### src/upsize_pkg.sv
// Width upsizer shared types
package upsize_pkg;

  // Number of narrow lanes packed into one wide beat
  localparam int lane_count = 8;
  // Width of the lane offset carried by each narrow beat
  localparam int lane_bits = 3;
  // Narrow data word width in bits
  localparam int narrow_width = 32;

  // Byte strobes per narrow word
  localparam int narrow_strb = narrow_width / 8;
  // Derived wide beat widths
  localparam int wide_width = lane_count * narrow_width;
  localparam int wide_strb = lane_count * narrow_strb;

  // One write strobe per lane
  typedef logic [lane_count-1:0] lane_write_t;

  // Narrow input beat as sent by the source
  typedef struct packed {
    logic [lane_bits-1:0]    lane;
    logic [narrow_width-1:0] data;
    logic [narrow_strb-1:0]  strb;
    logic                    last;
  } narrow_beat_t;

  // Wide data word seen either flat or split into lanes
  // Lane 0 sits in the low bits of the flat view
  typedef union packed {
    logic [wide_width-1:0]                   flat;
    logic [lane_count-1:0][narrow_width-1:0] lanes;
  } wide_data_u;

  // Wide output beat
  typedef struct packed {
    wide_data_u           data;
    logic [wide_strb-1:0] strb;
    logic                 last;
  } wide_beat_t;

endpackage

### src/dwc_upsizer.sv
// Write data width upsizer
`timescale 1ns/1ps

module dwc_upsizer (
  input  logic                     clk,
  input  logic                     reset,
  input  logic                     narrow_valid,
  input  upsize_pkg::narrow_beat_t narrow_beat,
  output logic                     wide_valid,
  output upsize_pkg::wide_beat_t   wide_beat,
  output logic [15:0]              beat_count
);

  // Steering outputs
  upsize_pkg::lane_write_t             lane_write;
  logic [upsize_pkg::narrow_width-1:0] lane_data;
  logic [upsize_pkg::narrow_strb-1:0]  lane_strb;
  logic                                close;
  logic                                close_last;

  // Lane contents toward the packer
  logic [upsize_pkg::lane_count-1:0][upsize_pkg::narrow_width-1:0] lane_words;
  logic [upsize_pkg::lane_count-1:0][upsize_pkg::narrow_strb-1:0]  lane_byte_en;
  // Clear from the packer back to every lane
  logic                                lane_clear;

  // Input stage
  lane_steering i_lane_steering (
    .clk          (clk),
    .reset        (reset),
    .narrow_valid (narrow_valid),
    .narrow_beat  (narrow_beat),
    .lane_write   (lane_write),
    .lane_data    (lane_data),
    .lane_strb    (lane_strb),
    .close        (close),
    .close_last   (close_last)
  );

  // One merge register per lane
  for (genvar i = 0; i < upsize_pkg::lane_count; i++) begin : g_lane
    narrow_lane i_narrow_lane (
      .clk          (clk),
      .reset        (reset),
      .write        (lane_write[i]),
      .clear        (lane_clear),
      .data         (lane_data),
      .strb         (lane_strb),
      .lane_word    (lane_words[i]),
      .lane_byte_en (lane_byte_en[i])
    );
  end

  // Output stage
  wide_beat_packer i_wide_beat_packer (
    .clk          (clk),
    .reset        (reset),
    .close        (close),
    .close_last   (close_last),
    .lane_words   (lane_words),
    .lane_byte_en (lane_byte_en),
    .lane_clear   (lane_clear),
    .wide_valid   (wide_valid),
    .wide_beat    (wide_beat),
    .beat_count   (beat_count)
  );

endmodule

### src/lane_steering.sv
// Narrow beat steering stage
`timescale 1ns/1ps

module lane_steering (
  input  logic                           clk,
  input  logic                           reset,
  input  logic                           narrow_valid,
  input  upsize_pkg::narrow_beat_t       narrow_beat,
  output upsize_pkg::lane_write_t        lane_write,
  output logic [upsize_pkg::narrow_width-1:0] lane_data,
  output logic [upsize_pkg::narrow_strb-1:0]  lane_strb,
  output logic                           close,
  output logic                           close_last
);

  // Registered copy of the incoming beat
  logic                     valid_q;
  upsize_pkg::narrow_beat_t beat_q;

  // Input valid delayed by one cycle
  always_ff @(posedge clk) begin
    if (reset) begin
      valid_q <= 1'b0;
    end else begin
      valid_q <= narrow_valid;
    end
  end

  // Payload is only captured when a beat arrives
  always_ff @(posedge clk) begin
    if (narrow_valid) begin
      beat_q <= narrow_beat;
    end
  end

  // One-hot decode of the lane offset
  always_comb begin
    lane_write = '0;
    if (valid_q) begin
      lane_write[beat_q.lane] = 1'b1;
    end
  end

  // Data and strobes go to every lane
  // Only the lane with its write bit set picks them up
  assign lane_data = beat_q.data;
  assign lane_strb = beat_q.strb;

  // Close rule for the whole design
  // Top lane filled or source marked the end of a burst
  assign close = valid_q &&
                 ((beat_q.lane == upsize_pkg::lane_bits'(upsize_pkg::lane_count - 1)) ||
                  beat_q.last);

  // Last flag travels with the closing beat
  assign close_last = valid_q && beat_q.last;

endmodule

### src/narrow_lane.sv
// Single lane merge register
`timescale 1ns/1ps

module narrow_lane (
  input  logic                                clk,
  input  logic                                reset,
  input  logic                                write,
  input  logic                                clear,
  input  logic [upsize_pkg::narrow_width-1:0] data,
  input  logic [upsize_pkg::narrow_strb-1:0]  strb,
  output logic [upsize_pkg::narrow_width-1:0] lane_word,
  output logic [upsize_pkg::narrow_strb-1:0]  lane_byte_en
);

  // Merged word and its accumulated byte enables
  logic [upsize_pkg::narrow_width-1:0] word_q;
  logic [upsize_pkg::narrow_strb-1:0]  byte_en_q;

  // Byte-wise merge
  // Clear drops old contents first and a coincident write lands on top
  always_ff @(posedge clk) begin
    if (reset) begin
      word_q    <= '0;
      byte_en_q <= '0;
    end else begin
      for (int b = 0; b < upsize_pkg::narrow_strb; b++) begin
        if (write && strb[b]) begin
          // Later write wins on the bytes it strobes
          word_q[b*8 +: 8] <= data[b*8 +: 8];
          byte_en_q[b]     <= 1'b1;
        end else if (clear) begin
          // Unwritten bytes of the next beat read as zero
          word_q[b*8 +: 8] <= 8'h00;
          byte_en_q[b]     <= 1'b0;
        end
      end
    end
  end

  // Lane contents are always visible to the packer
  assign lane_word    = word_q;
  assign lane_byte_en = byte_en_q;

endmodule

### src/wide_beat_packer.sv
// Wide beat assembly and output
`timescale 1ns/1ps

module wide_beat_packer (
  input  logic                   clk,
  input  logic                   reset,
  input  logic                   close,
  input  logic                   close_last,
  input  logic [upsize_pkg::lane_count-1:0][upsize_pkg::narrow_width-1:0] lane_words,
  input  logic [upsize_pkg::lane_count-1:0][upsize_pkg::narrow_strb-1:0]  lane_byte_en,
  output logic                   lane_clear,
  output logic                   wide_valid,
  output upsize_pkg::wide_beat_t wide_beat,
  output logic [15:0]            beat_count
);

  // Close delayed by one cycle so the lanes hold the closing write
  logic close_q;
  logic last_q;

  always_ff @(posedge clk) begin
    if (reset) begin
      close_q <= 1'b0;
      last_q  <= 1'b0;
    end else begin
      close_q <= close;
      last_q  <= close_last;
    end
  end

  // Present the beat and empty the lanes in the same cycle
  assign wide_valid = close_q;
  assign lane_clear = close_q;

  // Place each lane into its slot of the wide word
  always_comb begin
    for (int i = 0; i < upsize_pkg::lane_count; i++) begin
      wide_beat.data.lanes[i] = lane_words[i];
      // Four strobe bits per lane in lane order
      wide_beat.strb[i*upsize_pkg::narrow_strb +: upsize_pkg::narrow_strb] = lane_byte_en[i];
    end
    wide_beat.last = last_q;
  end

  // Count of wide beats handed to the sink
  always_ff @(posedge clk) begin
    if (reset) begin
      beat_count <= 16'd0;
    end else if (close_q) begin
      beat_count <= beat_count + 16'd1;
    end
  end

endmodule
### config.mk
export PLATFORM = sky130hd
export DESIGN_NAME = dwc_upsizer
export DESIGN_NICKNAME = d
export VERILOG_FILES = /design/src/upsize_pkg.sv /design/src/dwc_upsizer.sv /design/src/lane_steering.sv /design/src/narrow_lane.sv /design/src/wide_beat_packer.sv
export SDC_FILE = /design/constraint.sdc
export NUM_CORES = 1
export LEC_CHECK = 0
export ABC_AREA = 1
export CORE_ASPECT_RATIO = 2
export CORE_MARGIN = 10
export CORE_UTILIZATION = 65
export CTS_BUF_LIST = sky130_fd_sc_hd__clkbuf_2 sky130_fd_sc_hd__clkbuf_4 sky130_fd_sc_hd__clkbuf_8
export DETAILED_ROUTE_END_ITERATION = 6
export DONT_BUFFER_PORTS = 1
export MAX_ROUTING_LAYER = met4
export PLACE_DENSITY = 0.81
export SKIP_CTS_REPAIR_TIMING = 1
export SLEW_MARGIN = 20
export SYNTH_ARGS = -nofsm -noshare
export SYNTH_HDL_FRONTEND = slang
export SYNTH_HIERARCHICAL = 1
export SYNTH_SLANG_ARGS = --single-unit
### constraint.sdc
create_clock -name clk -period 4.35 [get_ports clk]
set_input_delay 0.435 -clock clk [delete_from_list [all_inputs] [get_ports clk]]
set_output_delay 0.435 -clock clk [all_outputs]
set_load 0.03 [all_outputs]
**Word level (Yosys, flattened, before mapping)**

Index checks and enable logic that the tools add are counted.

- Bits in registers: 347
- Input bits: 43
- Logic and storage cells: 213

- Add/sub/neg operators: 1
- Order comparisons: 2
- Equality and inequality tests: 1
- Muxes and demuxes: 69
- Reduce and logical (&&, ||, !) cells: 68

Operators by type and width:

| kind | number |
|---|---|
| 2-to-1 mux 8 bit | 34 |
| nonzero test 2 bit | 32 |
| logical AND 1 bit | 35 |
| 2-to-1 mux 1 bit | 34 |
| adder 16 x 1 -> 16 bit (second input constant) | 1 |
| < comparator 3 x 4 -> 1 bit (second input constant) | 1 |
| demux 1 bit (select 3 bit) | 1 |
| equality test 3 bit (second input constant) | 1 |
| >= comparator 3 x 1 -> 1 bit (second input constant) | 1 |
| logical OR 1 bit | 1 |

**Depth between registers and ports, before layout**

- Depth after elaboration: 7
- Mapped depth: 8
- Mapped depth without buffers: 8

**Modules after synthesis**

Netlist, hierarchy kept.

By module, submodules not included:

| module | times used | cells each | area an instance (um2) | seq. area each (um2) |
|---|---|---|---|---|
| narrow_lane | 8 | 160 | 1405.1 | 720.7 |
| wide_beat_packer | 1 | 420 | 3060.4 | 360.3 |
| lane_steering | 1 | 99 | 1581.5 | 1221.2 |

**Worst setup path after synthesis**

No wires, ideal clock.

- Path kind: register to register
- Start: register i_wide_beat_packer.close_q, in the netlist i_wide_beat_packer/lane_clear
- End: register i_wide_beat_packer.beat_count[9]
- Setup time: 0.116 ns
- Arrival time: 1.331 ns
- Required time: 4.234 ns
- Path slack: 2.903 ns
- Stages on the path, launching flop included: 8
- Path buffers: 1
- Clock period less this slack: 1.447 ns
- Cell sequence: dfxtp_1 > buf_4 > nand2_1 > nor2_2 > inv_2 > nor2_4 > nand2_1 > and3_1

RTL lines:

| what | line | source |
|---|---|---|
| from (decl) | wide_beat_packer.sv:18 | `logic close_q;` |
| from (signal assigned) | wide_beat_packer.sv:26 | `close_q <= close;` |
| to (signal assigned) | wide_beat_packer.sv:50 | `beat_count <= beat_count + 16'd1;` |
| to (decl) | wide_beat_packer.sv:14 | `output logic [15:0] beat_count` |

**Worst setup path in the final report**

- Start: register i_wide_beat_packer.close_q, in the netlist i_wide_beat_packer/lane_clear
- End: register g_lane[2].i_narrow_lane.word_q (netlist bit g_lane[2].i_narrow_lane/lane_word[7])

- Longest elaborated chain between the ends: 1

RTL lines:

| what | line | source |
|---|---|---|
| nonzero test 2 bit (no line) | - |  |
| to (signal, indexed assignment) | narrow_lane.sv:29 | `word_q[b*8 +: 8] <= data[b*8 +: 8];` |
| to (decl) | narrow_lane.sv:16 | `logic [upsize_pkg::narrow_width-1:0] word_q;` |

Every way passes these cells.
A chain may end at the register's enable or synchronous reset.

==> metrics.md <==
| Metric | Value |
|---|---|
| Status | `finished with violations` |
| Failing checks | `DRC` |
| Max-cap violations | `0` |
| Initial antenna violation count | `3` |
| Clk pin slew, worst setup/hold paths | `approximately 0.07 ns` |
| Final hold viol count | `0` |
| Top Ports | `~350` |
| Cell area after synthesis | `~0.016 sq mm` |
| Sequential area share after synthesis | `a little under half` |
| Synth area leader | `dfxtp_1` |
| Synth Area in Compound Gates | `approximately a tenth` |
| Cell count after placement | `between 1500 and 2000` |
| Syn_nets | `1843` |
| Worst Path Required | `around 4.8 ns` |
| Worst-Margin Slew | `between 1 and 1.5 ns` |
| Top_reg_cell synth | `dfxtp_1` |
| Syn Inst Count | `between 1500 and 2000` |
| Relative slew slack | `between 20% and 30%` |
| LEAKAGE | `approximately 4.6 nW` |
| Area post-placement | `0.01281 sq mm` |
| Total congestion overflow | `0` |
| #FFs+latches synth | `~350` |
| Min-delay worst type | `in -> reg` |
| CTS H-tree lvls | `2` |
| Setup ws final | `between 1.5 and 2 ns` |
| Synth top area share | `38.70%` |
| Design area | `0.01443 sq mm` |
| Total clock buffers created by CTS | `47` |
| RSZ-0062 raised after global routing | `false` |
| Post-synthesis simple-gate area fraction | `around a fifth` |
| Synth top area cells | `dfxtp_1, buf_4, nand3_1` |
| Routed vias/inst | `between 6 and 7` |
| Synthesized area per cell | `about 8.8 sq um` |
| Slew Limit Fails | `0` |
| Async SR Flop Fraction | `0%` |
| FF+latch area | `approximately 0.0073 sq mm` |
| Horiz. Die Dim | `130.5 um` |
| Die Height | `about 240 um` |
| Place WS | `roughly 2.2 ns` |
| CP Class | `reg -> reg` |
| Dpl hpwl | `a little over 30 mm` |
| Fin util | `60.05%` |
| Clk buf depth | `3` |
| # nets final | `about 1500` |
| YS warnings | `6` |
| Largest net degree at the start of global routing | `between 200 and 300` |
| Final TNS setup | `0 ns` |
| Final clock skew | `~0.024 ns` |
| Data arrival, critical path | `between 2 and 3 ns` |
| Mux cell area share after synthesis | `0%` |
| Antenna-violating nets left | `0` |
| DRC | `1` |
| Area of the multi-input gates | `approximately 0.005 sq mm` |
| Avg WL per Cell | `about 28 um` |
| Non-filler cells, final | `approximately 1800` |
| WL final | `approximately 50 mm` |
| Cell with the most instances after synthesis | `nand3_1` |
| CTS tree | `built` |
| First drt pass iteration count | `7` |
| Skew-Pair Late Insertion Delay | `between 0.5 and 0.6 ns` |
| Final setup viols | `0` |
| First-pass GRT wire length | `approximately 67 mm` |
| Synth Area in XOR/XNOR | `less than 1%` |
| Total Die Area | `around 0.031 sq mm` |
| Fillers | `1983` |
| Initial Utilization | `66.11%` |
| Total track usage | `approximately 30%` |
| Final period utilization | `approximately 56%` |
| GPL Wtd Cong | `around 0.84` |
| CTS Sinks | `roughly 350` |
| Via Count | `11680` |
| Tmin final | `approximately 2.4 ns` |
| CP max FO | `36` |
| Syn-to-layout area delta | `-9.170%` |
| PD cells | `457.4 mW/mm^2` |
| F_max | `0.4139 GHz` |
| Core area | `roughly 0.024 sq mm` |
| Initial drt markers | `~1500` |
| Synth cell types | `27` |
| Startpoint Class | `register` |
| Maximum VDD drop | `372.4 uV` |
| Clk root buf | `clkbuf_8` |
| Commonest cells post-synth | `nand3_1, buf_4, dfxtp_1, a21oi_1, nand2_1` |
| PortBufs | `0` |
| Rows | `80` |
| EDFF count, synth | `40` |
| Vias in the first global route | `roughly 10000` |
| Main combinational cell family by area after synthesis | `buffers and inverters` |
| Worst setup EP type | `register` |
| Layout cells sized above 1 | `around a tenth` |
| Adder and majority cell fraction of the synthesized area | `less than 1%` |
-- layout make-up --
class,count,share of cell area (%)
clock inverter,9,1.006
multi-input combinational,972,33.65
inverter,32,0.8326
tap,287,2.489
clock buffer,73,6.271
antenna,3,0.05204
sequential,347,50.93
timing repair buffer,67,4.770
-- layout by cell type, fill, tap and decap left out, types with 3 or more instances in the layout --
cell type      Yosys  routed
buf_4            375      15
edfxtp_1          40      40
dfxtp_1          307     307
diode_2            0       3
nand3_1          522     522
clkbuf_4           0      16
inv_2              9       9
nand2_2           36      36
nand2_1           64      64
nor2_4             3       3
bufinv_16          0       4
o21ai_0            5       5
inv_1             23      23
nor2_2             2      10
a21oi_1          296     296
nor2_1            35      27
dlygate4sd3_1      0      48
clkbuf_8           8      57
-- critical path, cell delays in order, from the launching register on --
cell and delay (ns):
dfxtp_1 0.77, buf_4 0.36, inv_2 0.28, nand3_1 0.21, a21oi_1 0.09, dlygate4sd3_1 0.56
-- power breakdown --
| group | internal (mW) | leakage (nW) | total, mW | switching [mW] |
|---|---|---|---|---|
| combinational | 0.0724 | 1.20 | 0.285 | 0.212 |
| clock | 1.56 | 0.551 | 2.77 | 1.22 |
| sequential | 3.30 | 2.87 | 3.54 | 0.241 |
| total | 4.93 | 4.62 | 6.60 | 1.67 |
-- cells by family (layout without fill, tap and decap cells) --
logic type               Yosys count  count (layout)
AO/OA/AOI/OAI                    302             302
AND/OR/NAND/NOR                  668             668
buffers and inverters            480             181
XOR/XNOR                           1               1
other                              0               3
flip-flops                       347             347
adder cells (fa/ha/maj)            1               1
-- state kept, by name, summed over array words and instances, names as in the netlist --
signal,flops
i_wide_beat_packer/beat_count,16
i_lane_steering/lane_data,32
g_lane.i_narrow_lane/lane_byte_en,32
i_wide_beat_packer/lane_clear,1
i_lane_steering/lane_strb,4
i_lane_steering/valid_q,1
i_wide_beat_packer/last_q,1
i_lane_steering/beat_q,4
g_lane.i_narrow_lane/lane_word,256
-- stage by stage --
stage | power, mW | hold WS (ns)
finish | 6.599 | 0.1528
detailed placement | 3.798 | 0.5340
CTS | 6.507 | -0.09064
global placement | 3.795 | 0.5340
global route | 6.763 | 0.1579
floorplan | 3.789 | 0.4396
-- layer usage --
| metal | track usage (%) | routed length, um |
|---|---|---|
| met5 | - | 0 |
| met1 | 31.77 | 16600 |
| met3 | 10.84 | 5866 |
| met2 | 45.90 | 23900 |
| met4 | 15.92 | 2974 |
-- worst paths after layout --
kind | start | slack [ns] | cells after the start | to
setup / recovery | i_wide_beat_packer/lane_clear$_SDFF_PP0_ | 1.93 | 5 | g_lane[2].i_narrow_lane/lane_word[7]$_SDFFE_PP0P_
hold / removal | narrow_valid | 0.15 | 3 | i_lane_steering/valid_q$_SDFF_PP0_
setup reg to reg | i_wide_beat_packer/lane_clear$_SDFF_PP0_ | 1.93 | 5 | g_lane[2].i_narrow_lane/lane_word[7]$_SDFFE_PP0P_
hold reg to reg | i_lane_steering/valid_q$_SDFF_PP0_ | 0.60 | 4 | i_wide_beat_packer/last_q$_SDFF_PP0_
Note: power is estimated with default switching activity, not from simulation.
